<file path="src/hw/vc_dds_cfg.svh">
`ifndef VC_DDS_CFG_SVH
`define VC_DDS_CFG_SVH

// Phase accumulator width
`define VC_PHASE_W 32

// Sample, shape, amplitude and DC offset width
`define VC_SAMPLE_W 16

// Full-scale current word, zero selects the top code
`define VC_FSC_W 10
`define VC_FSC_MAX {`VC_FSC_W{1'b1}}

// Phase offset word sits at the top of the phase
`define VC_PCW_W 10
`define VC_PCW_SHIFT 22

// Upper half of shape times amplitude
`define VC_SCALE_SHIFT 16

`endif

</file>
<file path="src/hw/vc_dds_pkg.sv">
`include "vc_dds_cfg.svh"

package vc_dds_pkg;

  typedef enum logic [1:0] {
    WAVE_DC       = 2'd0,             // Offset only
    WAVE_TRIANGLE = 2'd1,
    WAVE_SAWTOOTH = 2'd2
  } wave_mode_e;

  typedef struct packed {
    wave_mode_e                mode;
    logic [`VC_PHASE_W-1:0]    freq_word;  // Phase step per clock
    logic [`VC_PCW_W-1:0]      pcw;        // Start phase, top bits
    logic [`VC_SAMPLE_W-1:0]   amp;
    logic [`VC_SAMPLE_W-1:0]   dc_offset;
    logic [`VC_FSC_W-1:0]      fsc;
  } vc_cfg_t;

  typedef struct packed {
    logic                      valid;
    logic [`VC_PHASE_W-1:0]    phase;
    wave_mode_e                mode;
    logic [`VC_SAMPLE_W-1:0]   amp;
    logic [`VC_SAMPLE_W-1:0]   dc_offset;
  } phase_beat_t;

  typedef struct packed {
    logic                      valid;
    logic [`VC_SAMPLE_W-1:0]   shape;      // Unsigned wave shape
    logic [`VC_SAMPLE_W-1:0]   amp;
    logic [`VC_SAMPLE_W-1:0]   dc_offset;
  } shape_beat_t;

  typedef struct packed {
    logic                      valid;
    logic [`VC_SAMPLE_W-1:0]   scaled;
    logic [`VC_SAMPLE_W-1:0]   dc_offset;
  } scaled_beat_t;

endpackage

</file>
<file path="src/hw/vc_dds_cfg_reg.sv">
`timescale 1ns/1ns
`include "vc_dds_cfg.svh"

module vc_dds_cfg_reg
(
  input  logic                   clk_user_bufg,
  input  logic                   rst_glb,
  input  logic                   cfg_wr,       // One-cycle write strobe
  input  vc_dds_pkg::vc_cfg_t    cfg,
  output vc_dds_pkg::vc_cfg_t    active_cfg,
  output logic                   restart,
  output logic [`VC_FSC_W-1:0]   dac_fsc
);

  vc_dds_pkg::vc_cfg_t cfg_q;
  logic                restart_q;

  // A new word simply replaces the old one
  always_ff @(posedge clk_user_bufg or posedge rst_glb)
  begin
    if (rst_glb)
    begin
      cfg_q     <= '0;
      restart_q <= 1'b0;
    end
    else
    begin
      restart_q <= cfg_wr;               // High in the cycle after the strobe
      if (cfg_wr)
      begin
        cfg_q <= cfg;
      end
    end
  end

  assign active_cfg = cfg_q;
  assign restart    = restart_q;

  // Zero word drives the DAC at full scale
  assign dac_fsc = (cfg_q.fsc == '0) ? `VC_FSC_MAX : cfg_q.fsc;

  // Only the three defined wave modes may be written
  mode_defined_a: assert property (
    @(posedge clk_user_bufg) disable iff (rst_glb)
    cfg_wr |-> (cfg.mode inside {vc_dds_pkg::WAVE_DC,
                                 vc_dds_pkg::WAVE_TRIANGLE,
                                 vc_dds_pkg::WAVE_SAWTOOTH})
  );

endmodule

</file>
<file path="src/hw/vc_phase_accum.sv">
`timescale 1ns/1ns
`include "vc_dds_cfg.svh"

module vc_phase_accum
(
  input  logic                       clk_user_bufg,
  input  logic                       rst_glb,
  input  vc_dds_pkg::vc_cfg_t        active_cfg,
  input  logic                       restart,     // Reload start phase
  output vc_dds_pkg::phase_beat_t    beat
);

  logic                       running;          // Set by first restart
  logic [`VC_PHASE_W-1:0]     phase_q;
  vc_dds_pkg::wave_mode_e     mode_q;
  logic [`VC_SAMPLE_W-1:0]    amp_q;
  logic [`VC_SAMPLE_W-1:0]    dc_offset_q;
  logic [`VC_PHASE_W-1:0]     start_phase;

  // Phase offset word lands in the top bits
  assign start_phase = {active_cfg.pcw, {`VC_PCW_SHIFT{1'b0}}};

  always_ff @(posedge clk_user_bufg or posedge rst_glb)
  begin
    if (rst_glb)
    begin
      running <= 1'b0;
      phase_q <= '0;
    end
    else
    begin
      if (restart)
      begin
        running <= 1'b1;
        phase_q <= start_phase;
      end
      else
      begin
        phase_q <= phase_q + active_cfg.freq_word;  // Wraps mod 2^32
      end
    end
  end

  // Each beat carries the settings it was made with
  always_ff @(posedge clk_user_bufg)
  begin
    mode_q      <= active_cfg.mode;
    amp_q       <= active_cfg.amp;
    dc_offset_q <= active_cfg.dc_offset;
  end

  assign beat = '{
    valid:     running,
    phase:     phase_q,
    mode:      mode_q,
    amp:       amp_q,
    dc_offset: dc_offset_q
  };

  // Once streaming, only a reset stops the output
  running_sticky_a: assert property (
    @(posedge clk_user_bufg) disable iff (rst_glb)
    running |=> running
  );

endmodule

</file>
<file path="src/hw/vc_wave_shaper.sv">
`timescale 1ns/1ns
`include "vc_dds_cfg.svh"

module vc_wave_shaper
(
  input  logic                       clk_user_bufg,
  input  logic                       rst_glb,
  input  vc_dds_pkg::phase_beat_t    beat_in,
  output vc_dds_pkg::shape_beat_t    beat_out
);

  logic                       phase_msb;
  logic [`VC_SAMPLE_W-1:0]    tri_ramp;        // Phase below the MSB
  logic [`VC_SAMPLE_W-1:0]    saw_ramp;
  logic [`VC_SAMPLE_W-1:0]    shape_d;
  logic                       valid_q;
  logic [`VC_SAMPLE_W-1:0]    shape_q;
  logic [`VC_SAMPLE_W-1:0]    amp_q;
  logic [`VC_SAMPLE_W-1:0]    dc_offset_q;

  assign phase_msb = beat_in.phase[`VC_PHASE_W-1];
  assign tri_ramp  = beat_in.phase[`VC_PHASE_W-2 -: `VC_SAMPLE_W];
  assign saw_ramp  = beat_in.phase[`VC_PHASE_W-1 -: `VC_SAMPLE_W];

  always_comb
  begin
    case (beat_in.mode)
      vc_dds_pkg::WAVE_TRIANGLE:
      begin
        // Rising half, then mirrored falling half
        shape_d = phase_msb ? ~tri_ramp : tri_ramp;
      end
      vc_dds_pkg::WAVE_SAWTOOTH:
      begin
        shape_d = saw_ramp;
      end
      default:
      begin
        shape_d = '0;                         // DC mode, offset only
      end
    endcase
  end

  always_ff @(posedge clk_user_bufg or posedge rst_glb)
  begin
    if (rst_glb)
    begin
      valid_q <= 1'b0;
    end
    else
    begin
      valid_q <= beat_in.valid;
    end
  end

  always_ff @(posedge clk_user_bufg)
  begin
    shape_q     <= shape_d;
    amp_q       <= beat_in.amp;
    dc_offset_q <= beat_in.dc_offset;
  end

  assign beat_out = '{
    valid:     valid_q,
    shape:     shape_q,
    amp:       amp_q,
    dc_offset: dc_offset_q
  };

endmodule

</file>
<file path="src/hw/vc_amp_offset.sv">
`timescale 1ns/1ns
`include "vc_dds_cfg.svh"

module vc_amp_offset
(
  input  logic                       clk_user_bufg,
  input  logic                       rst_glb,
  input  vc_dds_pkg::shape_beat_t    beat_in,
  output logic [`VC_SAMPLE_W-1:0]    sample,
  output logic                       sample_valid
);

  logic [2*`VC_SAMPLE_W-1:0]  product;          // Full shape times amp
  logic                       scale_valid_q;
  logic [`VC_SAMPLE_W-1:0]    scaled_q;
  logic [`VC_SAMPLE_W-1:0]    offset_q;
  vc_dds_pkg::scaled_beat_t   scaled_beat;
  logic [`VC_SAMPLE_W:0]      sum;              // One carry bit
  logic                       sample_valid_q;
  logic [`VC_SAMPLE_W-1:0]    sample_q;

  assign product = {{`VC_SAMPLE_W{1'b0}}, beat_in.shape} * {{`VC_SAMPLE_W{1'b0}}, beat_in.amp};

  // First stage keeps the upper half of the product
  always_ff @(posedge clk_user_bufg or posedge rst_glb)
  begin
    if (rst_glb)
    begin
      scale_valid_q <= 1'b0;
    end
    else
    begin
      scale_valid_q <= beat_in.valid;
    end
  end

  always_ff @(posedge clk_user_bufg)
  begin
    scaled_q <= product[`VC_SCALE_SHIFT +: `VC_SAMPLE_W];
    offset_q <= beat_in.dc_offset;
  end

  assign scaled_beat = '{
    valid:     scale_valid_q,
    scaled:    scaled_q,
    dc_offset: offset_q
  };

  // Second stage adds the DC level and clips at the top code
  assign sum = {1'b0, scaled_beat.dc_offset} + {1'b0, scaled_beat.scaled};

  always_ff @(posedge clk_user_bufg or posedge rst_glb)
  begin
    if (rst_glb)
    begin
      sample_valid_q <= 1'b0;
    end
    else
    begin
      sample_valid_q <= scaled_beat.valid;
    end
  end

  always_ff @(posedge clk_user_bufg)
  begin
    sample_q <= sum[`VC_SAMPLE_W] ? {`VC_SAMPLE_W{1'b1}} : sum[`VC_SAMPLE_W-1:0];
  end

  assign sample       = sample_q;
  assign sample_valid = sample_valid_q;

  // Scaling only adds on top of the offset of the same beat
  above_offset_a: assert property (
    @(posedge clk_user_bufg) disable iff (rst_glb)
    sample_valid |-> (sample >= $past(scaled_beat.dc_offset))
  );

endmodule

</file>
<file path="src/hw/vc_dds_top.sv">
`timescale 1ns/1ns
`include "vc_dds_cfg.svh"

module vc_dds_top
(
  input  logic                    clk_user_bufg,
  input  logic                    rst_glb,
  input  logic                    cfg_wr,          // Config write strobe
  input  vc_dds_pkg::vc_cfg_t     cfg,
  output logic [`VC_SAMPLE_W-1:0] sample,          // To laser drive DAC
  output logic                    sample_valid,
  output logic [`VC_FSC_W-1:0]    dac_fsc          // DAC full-scale current
);

  vc_dds_pkg::vc_cfg_t       active_cfg;
  logic                      restart;
  vc_dds_pkg::phase_beat_t   phase_beat;
  vc_dds_pkg::shape_beat_t   shape_beat;

  vc_dds_cfg_reg u_cfg_reg (
    .clk_user_bufg (clk_user_bufg),
    .rst_glb       (rst_glb),
    .cfg_wr        (cfg_wr),
    .cfg           (cfg),
    .active_cfg    (active_cfg),
    .restart       (restart),
    .dac_fsc       (dac_fsc)
  );

  vc_phase_accum u_phase_accum (
    .clk_user_bufg (clk_user_bufg),
    .rst_glb       (rst_glb),
    .active_cfg    (active_cfg),
    .restart       (restart),
    .beat          (phase_beat)
  );

  vc_wave_shaper u_wave_shaper (
    .clk_user_bufg (clk_user_bufg),
    .rst_glb       (rst_glb),
    .beat_in       (phase_beat),
    .beat_out      (shape_beat)
  );

  // Two register stages, scale then offset
  vc_amp_offset u_amp_offset (
    .clk_user_bufg (clk_user_bufg),
    .rst_glb       (rst_glb),
    .beat_in       (shape_beat),
    .sample        (sample),
    .sample_valid  (sample_valid)
  );

endmodule

</file>
<file path="config.mk">
export PLATFORM = sky130hd
export DESIGN_NAME = vc_dds_top
export DESIGN_NICKNAME = d
export VERILOG_FILES = /design/src/hw/vc_dds_pkg.sv /design/src/hw/vc_dds_cfg_reg.sv /design/src/hw/vc_phase_accum.sv /design/src/hw/vc_wave_shaper.sv /design/src/hw/vc_amp_offset.sv /design/src/hw/vc_dds_top.sv
export VERILOG_INCLUDE_DIRS = /design/src /design/src/hw
export SDC_FILE = /design/constraint.sdc
export NUM_CORES = 1
export LEC_CHECK = 0
export ABC_AREA = 1
export BUFFER_PORTS_ARGS = -buffer_cell sky130_fd_sc_hd__buf_4
export CELL_PAD_IN_SITES_DETAIL_PLACEMENT = 2
export CELL_PAD_IN_SITES_GLOBAL_PLACEMENT = 2
export CORE_MARGIN = 2
export CORE_UTILIZATION = 34
export CTS_BUF_LIST = sky130_fd_sc_hd__clkbuf_16
export CTS_CLUSTER_DIAMETER = 200
export DETAILED_ROUTE_END_ITERATION = 6
export GPL_TIMING_DRIVEN = 0
export PLACE_DENSITY_LB_ADDON = 0.15
export REMOVE_ABC_BUFFERS = 1
export SYNTH_ARGS = -nofsm -noshare
export SYNTH_HDL_FRONTEND = slang
export SYNTH_HIERARCHICAL = 1
export SYNTH_SLANG_ARGS = --single-unit
</file>
<file path="constraint.sdc">
create_clock -name clk_user_bufg -period 5.1 [get_ports clk_user_bufg]
set_input_delay 0.255 -clock clk_user_bufg [delete_from_list [all_inputs] [get_ports clk_user_bufg]]
set_output_delay 0.255 -clock clk_user_bufg [all_outputs]
set_load 0.01 [all_outputs]
</file>
# --- Word-level counts from Yosys, hierarchy flattened ---
# Index checks and enable logic that the tools add are counted.
# Widths: inputs -> output; s select.
totals:
  regBits: 253
  mem_bits_rw: 0
  latchBits: 0
  n_memories: 0
  wordCells: 32
  rom_bits: 0
  output_inout_bits: 27
  input_bits: 89
op_classes:
  addsub: 2
  n_bitwise: 1
  n_mul: 1
  div: 0
  shifts: 0
  eq_ne: 2
  reduce_logical: 1
  n_mux: 4
  magnitude_cmp: 0
op_table:
  columns: ["operator", "n"]
  rows:
  - ["$add 32x32->32", 1]
  - ["$mul 16x16->32", 1]
  - ["$mux 32", 1]
  - ["$pmux 16 s2", 1]
  - ["$add 16x16->17", 1]
  - ["$mux 16", 1]
  - ["$not 16->16", 1]
  - ["$logic_not 10->1", 1]
  - ["$mux 10", 1]
  - ["$eq 2x1->1 const B", 1]
  - ["$eq 2x2->1 const B", 1]

# --- Depth between registers and ports, before layout ---
# Gate-level depths: netlist (run 1).
depth:
  ltp_word: 3
  ltp_mapped: 25
  mapped_depth_nobuf: 23

# --- Modules after synthesis ---
# Netlist (run 1), hierarchy kept.
by_module_without_submodules:
  columns: ["mod", "instances", "seq_area_each_um2", "area_per_inst_um2", "cells_per_inst"]
  rows:
  - ["vc_amp_offset", 1, 1011.0, 10905.5, 1481]
  - ["vc_phase_accum", 1, 1506.4, 4130.2, 620]
  - ["vc_dds_cfg_reg", 1, 2177.1, 3528.4, 201]
  - ["vc_wave_shaper", 1, 985.9, 1612.8, 161]

# --- Least setup slack after synthesis (run 1) ---
# OpenSTA, ideal clock, no wires.
synth_timing:
  path_kind: "reg2reg"
  startpoint: "register u_wave_shaper.shape_q[7]"
  endpoint: "register u_amp_offset.scaled_q[11]"
  stages_incl_launch_ff: 24
  period_less_slack_ps: 5189
  t_required_ps: 4988
  setup_slack_ps: -89
  t_arrival_ps: 5077
  n_path_buf: 2
  setup_ps: 112
  cell_sequence: "dfxtp_1 -> clkbuf_1 -> clkbuf_1 -> nand2_1 -> fa_1 -> inv_1 -> fa_1 -> inv_1 -> fa_1 -> inv_1 -> fa_1 -> fa_1 -> inv_1 -> fa_1 -> inv_1 -> ha_1 -> a21oi_1 -> o21ai_0 -> a21oi_1 -> nor2_1 -> nor2_1 -> nand2_1 -> nand2_1 -> nand2_1"
synth_between:
  elab_chain_cells: 1
synth_lines:
  columns: ["element", "line", "text"]
  rows:
  - ["start: declaration", "vc_wave_shaper.sv:17", "logic [`VC_SAMPLE_W-1:0] shape_q;"]
  - ["start signal: assignment", "vc_wave_shaper.sv:58", "shape_q <= shape_d;"]
  - ["$mul 16x16->32", "vc_amp_offset.sv:22", "assign product = {{`VC_SAMPLE_W{1'b0}}, beat_in.shape} * {{`VC_SAMPLE_W{1'b0}}, beat_in.amp};"]
  - ["via u_amp_offset.product[27]", "vc_amp_offset.sv:13", "logic [2*`VC_SAMPLE_W-1:0] product;"]
  - ["end signal: assignment", "vc_amp_offset.sv:39", "scaled_q <= product[`VC_SCALE_SHIFT +: `VC_SAMPLE_W];"]
  - ["end: declaration", "vc_amp_offset.sv:15", "logic [`VC_SAMPLE_W-1:0] scaled_q;"]
# The timed path passes the listed nets, and every way through them passes these cells.
# A chain may end at the register's enable or synchronous reset.

# --- Worst setup path in the final report (run 1) ---
layout_timing:
  startpoint: "register u_wave_shaper.shape_q[7]"
  endpoint: "register u_amp_offset.scaled_q[13]"
# The elaborated chain is that of the path after synthesis.

==> results of run 1 <==
==> logic make-up (layout without fill, tap and decap cells) <==
logic type	count (synthesis)	count (layout)	synth area share, %
and+or+nand+nor	967	967	19.8
buffers and inverters	640	897	12.7
adders and majority gates	345	345	28.6
DFF	253	253	28.2
AOI/OAI and AO/OA	156	156	4.53
muxes	86	86	5.54
xor gates and xnor gates	16	16	0.695
other	0	1	0
==> synth_stat cells, types with 3 or more instances <==
master      n  area, sq um
o21ai_1     4         20.0
nor3_1     14         70.1
a31oi_1     3         18.8
inv_1     550         2060
nand2_1   688         2580
nor2_2      5         31.3
ha_1      150         1880
buf_6       4         45.0
xor2_1     10         87.6
mux2_2     46          518
clkbuf_1   62          233
buf_12      4         80.1
buf_4       3         22.5
dfxtp_1   130         2600
nand2_2    22          138
xnor2_1     6         52.6
a21oi_1    80          400
dfrtp_1   123         3080
buf_8       3         45.0
a21oi_2    12          105
o21ai_0    27          135
fa_1      195         3900
nand3_2    14          140
and2_1      3         18.8
nand3_1    91          455
nor2_1    113          424
mux2_4     40          601
buf_2       9         45.0
a21o_1      6         45.0
nand4_1    10         62.6
nor2_4      3         33.8
o21bai_1   19          143
==> cell type report <==
cell class	instances	share of cell area, %
clock inverters	26	0.878
well taps	773	3.86
inverters	553	8.30
flip-flops and latches	253	23.1
multi-input cells	1570	50.5
diodes	1	0.00998
repair buffers	288	10.3
clock buffers	30	2.99
==> worst paths after layout <==
path                                               start                   endpoint  slack (ns)  cells after the start
worst max-delay path            u_wave_shaper/shape_q[7]  u_amp_offset/scaled_q[13]       -0.05                     21
worst min-delay path                              cfg_wr   u_cfg_reg/active_cfg[37]        0.12                      2
worst max register to register  u_wave_shaper/shape_q[7]  u_amp_offset/scaled_q[13]       -0.05                     21
worst min register to register   u_phase_accum/amp_q[10]    u_wave_shaper/amp_q[10]        0.32                      0
max in group asynchronous                        rst_glb   u_cfg_reg/active_cfg[29]        3.98                      4
min in group asynchronous                        rst_glb      u_wave_shaper/valid_q        0.13                      3
==> flip-flops by register name, summed over array words and instances (netlist names) <==
register	cells
u_amp_offset/offset_q	16
u_amp_offset/sample	16
u_amp_offset/sample_valid	1
u_amp_offset/scale_valid_q	1
u_amp_offset/scaled_q	16
u_cfg_reg/active_cfg	86
u_cfg_reg/restart	1
u_phase_accum/amp_q	16
u_phase_accum/dc_offset_q	16
u_phase_accum/mode_q	2
u_phase_accum/phase_q	32
u_phase_accum/running	1
u_wave_shaper/amp_q	16
u_wave_shaper/dc_offset_q	16
u_wave_shaper/shape_q	16
u_wave_shaper/valid_q	1
==> timing repair <==
item	in CTS	in global routing
pin swaps	55	29
gates resized for setup	223	61
buffers inserted	77	6
setup endpoints to repair	16	16
hold buffers	87	0
endpoints found under the hold margin	161	0
==> routing by layer <==
metal  track usage [%]  part of all wire, %
met1              25.8                   41
met2              42.7                   54
met3              2.16                  2.1
met4              5.95                  2.7
met5                 0                    0
==> power by group through the flow <==
| stage | clock network [W] | logic (W) | registers [W] |
|---|---|---|---|
| 2_1_floorplan | 0 | 0.00469 | 0.00272 |
| 3_3_place_gp | 0 | 0.00661 | 0.00295 |
| 3_5_place_dp | 0 | 0.00683 | 0.00297 |
| 4_1_cts | 0.00221 | 0.00891 | 0.00281 |
| 5_1_grt | 0.00228 | 0.0106 | 0.00286 |
| 6_report | 0.00213 | 0.00940 | 0.00280 |
==> placed cells by master (no fill, tap or decap), drive strengths merged, types with 2 or more instances in the layout <==
cell         Yosys  layout
nand2          710     710
inv            553     565
buf             23     201
fa             195     195
ha             150     150
dfxtp          130     130
dfrtp          123     123
nor2           121     121
nand3          105     105
a21oi           92      92
dlygate4sd3      0      87
mux2            86      86
o21ai           32      32
clkbuf          64      30
o21bai          20      20
nor3            15      15
nand4           10      10
xor2            10      10
clkinv           0       9
a21o             6       6
xnor2            6       6
clkinvlp         0       4
and2             4       4
a31oi            3       3
or2              2       2
==> per-stage QoR <==
stage,TNS (ns),worst slack [ns],total power [W]
3_5_place_dp,-14.35,-1.04,0.00980
4_1_cts,-0.257,-0.0950,0.0139
2_1_floorplan,0,0.133,0.00741
6_report,-0.124,-0.0520,0.0143
5_1_grt,-2.62,-0.252,0.0157
3_3_place_gp,-13.22,-1.01,0.00955
==> critical path, delay by kind of cell, from the launching register on <==
kind / cells / cell delay (ns)
fa+ha+maj: 7 / 3.32
simple gates: 6 / 0.50
compound gates: 3 / 0.46
flops: 1 / 0.44
buf+inv: 5 / 0.27
==> results.json, run 1 <==
{
  "routedWlPerCell_microns": 18.8,
  "critPathMaxStageDelay_ns": 0.54,
  "synthArstFlopShare_pct": 48.6,
  "synth-edff-count": 0,
  "syn_inst": 2463,
  "coreArea_sq_um": 58800,
  "max_slew_margin_pct": 26.3,
  "cts.path.max_buffers": 3,
  "firstDrtPassIters": 4,
  "endpoint_kind": "register",
  "cts_root_buf": "clkbuf_16",
  "vias_per_cell": 4.72,
  "min_path_type": "primary input to register",
  "drive_above_1_share_pct": 21.4,
  "grt_pass1_wl_microns": 106000,
  "max_freq_mhz": 194,
  "final_max_slew_viol_count": 0,
  "area_growth_pct": 24.3,
  "io_pins": 116,
  "grt_overflow": 0,
  "critPathSlowestCell": "fa_1",
  "setup_ws_ns": -0.0520,
  "final_area_sq_um": 25100,
  "die_area_sq_um": 61300,
  "hold_viol_final": 0,
  "placed_area_sq_um": 21600,
  "seq_power_share_pct": 19.6,
  "grt_pass1_vias": 19600,
  "synth_seq_cells": 253,
  "cts_buffers": 30,
  "cp-start-kind": "register",
  "swShare_pct": 49.1,
  "worst_ep_required_time_ns": 5.58,
  "cp_max_fo": 6,
  "utilization_pct": 42.7,
  "fin_crit_ns": 5.15,
  "cts_tree": "yes",
  "wl_microns": 65700,
  "worst_path_most_repeated_cell": "fa_1",
  "syn_area_per_cell_sq_um": 8.19,
  "drt-initial-drc-count": 391,
  "intPower_w": 0.00729,
  "final_cells": 3494,
  "numPortBuffers": 115,
  "crit_chain": "nand2_2 > fa_1 > inv_1 > fa_1 > inv_1 > fa_1 > inv_2 > fa_2 > fa_1 > inv_2 > fa_1 > inv_2 > ha_4 > a21oi_4 > o21ai_2 > a21oi_2 > nor2_1 > nor2_1 > nand2_1 > nand2_1 > nand2_1",
  "power.leakage_nw": 13.4,
  "power.density_nw_per_um2": 572,
  "path_clk_slew_ns": 0.07,
  "violations": "setup timing",
  "rsz0062_at_grt": "yes",
  "fp.dieW_microns": 248,
  "fill_cells": 6531,
  "clk_latency_ns": 0.62,
  "p_clk_share_pct": 14.9,
  "die_y_microns": 248,
  "multiInputGateArea_sq_um": 12700,
  "drtAntennaViolNets": 0,
  "initial_utilization_pct": 34.3,
  "setup_viol": 4,
  "p_comb_share_pct": 65.6,
  "yosysSeqAreaShare_pct": 28.2,
  "peakVddDrop_mv": 0.429,
  "clock-skew-final_ns": 0.0307,
  "ys.flop_type": "dfxtp_1",
  "crit_arrival_ns": 5.63,
  "maxCapViolCount": 0,
  "antenna_found_initial": 1,
  "cts.sinks": 253,
  "detailed_place_hpwl_microns": 47600,
  "crit_type": "register to register",
  "fin_crit_sh_pct": 101,
  "yosysUniqueCellTypes": 43,
  "worstMarginPinSlew_ns": 1.10,
  "htree_levels": 1,
  "grt.total_usage_pct": 22.1,
  "fin_nets": 3130,
  "dp.cells": 3266,
  "num_rows": 89,
  "grt_max_degree": 88,
  "p_switching_w": 0.00704,
  "register_area_sq_um": 5800,
  "outcome": "finished, violations left",
  "vias": 16500,
  "yosysWarnings": 6,
  "synth_area_sq_um": 20200,
  "drc": 0,
  "routabilityCongestion": 0.849,
  "fin_hold_ws_ns": 0.117
}
Power figures use the tool's default switching activity.
==> inputs of run 2 (changes only) <==
- CORE_ASPECT_RATIO: unset -> 1.4
==> results.json, run 2 (synthesis gave the netlist of run 1 again) <==
{
  "outcome": "finished, violations left",
  "violations": "setup timing",
  "grt_pass1_wl_microns": 106000,
  "min_path_type": "primary input to async pin",
  "antenna_found_initial": 0,
  "setup_ws_ns": -0.114,
  "r2r_cells": 20,
  "detailed_place_hpwl_microns": 49600,
  "cts_buffers": 29,
  "grt_overflow": 0,
  "crit_arrival_ns": 5.70,
  "cts.sinks": 253,
  "coreArea_sq_um": 58600,
  "initial_utilization_pct": 34.4,
  "p_switching_w": 0.00719,
  "cp_max_fo": 4,
  "drt-initial-drc-count": 388,
  "worst_path_most_repeated_cell": "fa_1",
  "swShare_pct": 49.0,
  "vias": 16700,
  "largest_reg_flops": 86,
  "worstMarginPinSlew_ns": 1.04,
  "maxCapViolCount": 0,
  "fin_crit_sh_pct": 102,
  "drc": 0,
  "drive_above_1_share_pct": 21.7,
  "cts_tree": "yes",
  "dp.cells": 3242,
  "io_pins": 116,
  "cts.path.max_buffers": 3,
  "p_clk_share_pct": 14.9,
  "wl_microns": 68300,
  "seq_power_share_pct": 19.0,
  "diodes": 0,
  "rr_endpoint": "u_amp_offset/scaled_q[13]",
  "hold_viol_final": 0,
  "clk_latency_ns": 0.62,
  "max_freq_mhz": 192,
  "final_cell_mix": "648 x nand2_1, 530 x inv_1, 187 x fa_1, 181 x buf_4, 132 x ha_1",
  "critPathSlowestCell": "fa_1",
  "rsz0062_at_grt": "yes",
  "p_total_w": 0.0147,
  "grt_max_degree": 88,
  "peakVddDrop_mv": 0.458,
  "htree_levels": 1,
  "routabilityCongestion": 0.837,
  "rr_startpoint": "u_wave_shaper/shape_q[6]",
  "final_common_cell": "nand2_1",
  "endpoint_kind": "register",
  "max_slew_margin_pct": 30.3,
  "p_comb_share_pct": 66.0,
  "power.density_nw_per_um2": 581,
  "drtAntennaViolNets": 0,
  "power.leakage_nw": 13.5,
  "die_y_microns": 292,
  "fp.dieW_microns": 210,
  "firstDrtPassIters": 4,
  "setup_viol": 10,
  "area_growth_pct": 25.3,
  "numPortBuffers": 115,
  "worst_ep_required_time_ns": 5.58,
  "final_cells": 3475,
  "cp-start-kind": "register",
  "cts_root_buf": "clkbuf_16",
  "r2r_slack_ns": -0.11,
  "fin_nets": 3137,
  "num_rows": 105,
  "intPower_w": 0.00749,
  "clock-skew-final_ns": 0.0262,
  "vias_per_cell": 4.80,
  "cp_top_family": "adder cells",
  "final_max_slew_viol_count": 0,
  "crit_type": "register to register",
  "crit_buf_inv": 4,
  "routedWlPerCell_microns": 19.7,
  "fin_crit_ns": 5.21,
  "critPathMaxStageDelay_ns": 0.60,
  "grt_pass1_vias": 19900,
  "die_area_sq_um": 61300,
  "path_clk_slew_ns": 0.06,
  "grt.total_usage_pct": 22.3,
  "crit_chain": "buf_4 > nand2_1 > fa_1 > inv_1 > fa_2 > fa_1 > fa_1 > fa_1 > inv_1 > fa_1 > inv_1 > ha_4 > a21oi_4 > o21ai_2 > a21oi_2 > nor2_1 > nor2_2 > nand2_1 > nand2_1 > nand2_2"
}
-- run 2: worst min-delay path: stages --
cell and delay [ns]:
dlygate4sd3_1 0.55, buf_4 0.16, inv_1 0.06
-- run 2: layer usage --
metal,vias to the layer above,track usage (%),share of wire (%)
li1,7843,-,-
met1,8520,21.4,34
met2,202,47.8,60
met3,124,1.84,2.1
met4,0,8.06,3.6
met5,-,0,0
-- run 2: worst max path at each step --
stage / endpoint / startpoint / cells after the start
2_1_floorplan: u_amp_offset/scaled_q[11] / u_wave_shaper/shape_q[7] / 21
3_3_place_gp: u_amp_offset/scaled_q[14] / u_wave_shaper/shape_q[10] / 19
3_5_place_dp: u_amp_offset/scaled_q[14] / u_wave_shaper/shape_q[10] / 19
4_1_cts: u_amp_offset/scaled_q[9] / u_wave_shaper/shape_q[7] / 19
5_1_grt: u_amp_offset/scaled_q[9] / u_wave_shaper/shape_q[6] / 20
6_report: u_amp_offset/scaled_q[13] / u_wave_shaper/shape_q[6] / 20
-- run 2: area by class of cell --
class,instances,area (sq um)
clock buffers,31,776
clock inverters,23,216
fillers,6481,33300
inverters,553,2080
multi-input cells,1570,12700
flip-flops and latches,253,5800
well taps,749,937
repair buffers,296,2740
-- run 2: per-stage QoR --
stage	instance area [sq um]	setup TNS [ns]	util [%]	worst slack [ns]	hold WS, ns
final	25300	-0.612	43.1	-0.114	0.100
after global routing	25300	-2.92	43.1	-0.285	0.0973
after CTS	24700	-0.149	42.1	-0.0328	0.0722
after detailed placement	21500	-13.91	36.8	-1.03	0.144
after global placement	21500	-12.83	36.7	-0.968	0.121
after floorplan	19700	0	-	0.133	-0.0163
-- run 2: what timing repair did --
| action | 4_1_cts | 5_1_grt |
|---|---|---|
| gates resized for setup | 178 | 110 |
| hold endpoints to repair | 151 | 0 |
| hold buffers | 87 | 0 |
| pin swaps | 24 | 51 |
| buffers inserted | 71 | 21 |
| setup endpoints to repair | 16 | 16 |
-- run 2: power by group through the flow --
stage	Clock (W)	Sequential, W	Combinational, W
after floorplan	0	0.00272	0.00469
after global placement	0	0.00294	0.00665
after detailed placement	0	0.00297	0.00689
after CTS	0.00227	0.00282	0.00859
after global routing	0.00235	0.00285	0.0108
final	0.00219	0.00280	0.00969
==> inputs of run 3 (changes only) <==
- CTS_BUF_LIST: sky130_fd_sc_hd__clkbuf_16 -> sky130_fd_sc_hd__clkbuf_4
- HOLD_SLACK_MARGIN: unset -> 0.15
==> results.json, run 3 (synthesis gave the netlist of run 1 again) <==
{
  "crit_path_start": "u_wave_shaper/amp_q[11]",
  "fin_crit_sh_pct": 103,
  "pre_cts_ws_ns": -1.03,
  "antenna_found_initial": 1,
  "setup_viol": 12,
  "coreArea_sq_um": 58600,
  "grt_pass1_wl_microns": 112000,
  "fin_hold_ws_ns": 0.225,
  "clk_latency_ns": 0.86,
  "p_total_w": 0.0150,
  "cts.sinks": 253,
  "endpoint_kind": "register",
  "intPower_w": 0.00745,
  "wl_microns": 72800,
  "cts_tree": "yes",
  "grt.total_usage_pct": 23.8,
  "cp-start-kind": "register",
  "violations": "setup timing",
  "vias_per_cell": 4.81,
  "cts.path.max_buffers": 3,
  "area_growth_pct": 29.5,
  "crit_type": "register to register",
  "firstDrtPassIters": 4,
  "p_comb_share_pct": 67.0,
  "setup_ws_ns": -0.131,
  "htree_levels": 3,
  "rr_startpoint": "u_wave_shaper/amp_q[11]",
  "min_path_type": "primary input to register",
  "utilization_pct": 44.6,
  "fill_cells": 6467,
  "final_max_slew_viol_count": 0,
  "maxCapViolCount": 0,
  "max_slew_margin_pct": 28.5,
  "initial_utilization_pct": 34.4,
  "hold_viol_final": 0,
  "largest_reg_flops": 86,
  "p_switching_w": 0.00752,
  "final_cell_mix": "642 x nand2_1, 522 x inv_1, 187 x buf_4, 182 x fa_1, 162 x dlygate4sd3_1",
  "routedWlPerCell_microns": 20.0,
  "cp_max_fo": 6,
  "detailed_place_hpwl_microns": 49600,
  "drive_above_1_share_pct": 24.0,
  "r2r_slack_ns": -0.13,
  "rsz0062_at_grt": "yes",
  "min_from": "cfg[31]",
  "routabilityCongestion": 0.837,
  "power.density_nw_per_um2": 573,
  "fin_crit_ns": 5.23,
  "path_clk_slew_ns": 0.08,
  "io_pins": 116,
  "outcome": "finished, violations left",
  "swShare_pct": 50.3,
  "die_y_microns": 292,
  "grt_max_degree": 88,
  "peakVddDrop_mv": 0.417,
  "numPortBuffers": 115,
  "grt_overflow": 0,
  "die_area_sq_um": 61300,
  "vias": 17500,
  "fin_nets": 3259,
  "final_area_sq_um": 26100,
  "worst_ep_required_time_ns": 5.83,
  "final_common_cell": "nand2_1",
  "power.leakage_nw": 13.9,
  "fp.dieW_microns": 210,
  "placed_area_sq_um": 21500,
  "cts_buffers": 70,
  "cts_root_buf": "clkbuf_4",
  "grt_pass1_vias": 20900,
  "drt-initial-drc-count": 436,
  "worstMarginPinSlew_ns": 1.07,
  "clock-skew-final_ns": 0.0609,
  "max_freq_mhz": 191,
  "num_rows": 105,
  "drtAntennaViolNets": 0,
  "seq_power_share_pct": 18.8,
  "p_clk_share_pct": 14.2,
  "crit_arrival_ns": 5.96,
  "drc": 0
}
==> run 3: cell types whose count changed in the layout (fill, tap and decap cells not counted), sizes merged <==
cell         before  now
clkinv           13   17
clkbuf           31  104
dlygate4sd3      87  162
inv             558  555
diode             0    2
buf             209  215
==> run 3: path summary, 6_finish.rpt <==
kind / cells past startpoint / end
worst max-delay path: 21 / u_amp_offset/scaled_q[11]
worst min-delay path: 3 / u_cfg_reg/active_cfg[31]
worst max register to register: 21 / u_amp_offset/scaled_q[11]
worst min register to register: 0 / u_wave_shaper/amp_q[6]
max in group asynchronous: 5 / u_cfg_reg/active_cfg[29]
min in group asynchronous: 4 / u_wave_shaper/valid_q
==> run 3: layout make-up <==
class	count	area, sq um	area share (%)
Tap cell	749	937	3.59
Sequential cell	253	5800	22.2
Clock buffer	104	781	2.99
Timing Repair Buffer	377	3490	13.4
Inverter	553	2080	7.96
Clock inverter	24	204	0.780
Antenna cell	2	5.00	0.0191
Multi-Input combinational cell	1570	12800	49.1
==> run 3: power groups by stage <==
stage	sequential [W]	clock (W)	combinational [W]
after CTS	0.00284	0.00219	0.00837
after global routing	0.00286	0.00231	0.0111
after detailed placement	0.00297	0	0.00689
after floorplan	0.00272	0	0.00469
after global placement	0.00294	0	0.00665
final	0.00281	0.00213	0.0100
==> run 3: stage by stage <==
stage          std cells  setup TNS, ns
6_report            3632         -0.520
5_1_grt             3632          -2.82
4_1_cts             3587        -0.0371
3_5_place_dp        3242         -13.91
3_3_place_gp        3240         -12.83
2_1_floorplan       2376              0
==> run 3: repair_timing <==
| item | in CTS | in global routing |
|---|---|---|
| setup buffers | 55 | 42 |
| hold buffers | 162 | 0 |
| endpoints found under the hold margin | 210 | 0 |
| pin swaps | 23 | 74 |
| setup endpoints to repair | 16 | 16 |
| resized for setup | 165 | 166 |
==> run 3: routing by layer <==
metal  part of all wire [%]  GRT usage [%]
met1                     34           22.3
met2                     60           50.1
met3                    2.0           3.00
met4                    4.0           10.1
met5                      0              0
==> run 3: worst max-delay path, stage by stage (launching register included) <==
cell and delay (ns):
dfxtp_4 0.39, buf_12 0.15, nand2_1 0.05, inv_1 0.05, fa_1 0.52, inv_1 0.06
fa_1 0.53, inv_1 0.05, fa_1 0.50, fa_2 0.44, fa_1 0.51, inv_1 0.05
fa_1 0.51, inv_2 0.06, ha_4 0.31, nand2_4 0.09, nor2_4 0.19, inv_2 0.07
nor3_1 0.21, nand2_1 0.17, nand3_1 0.11, nand2_1 0.09
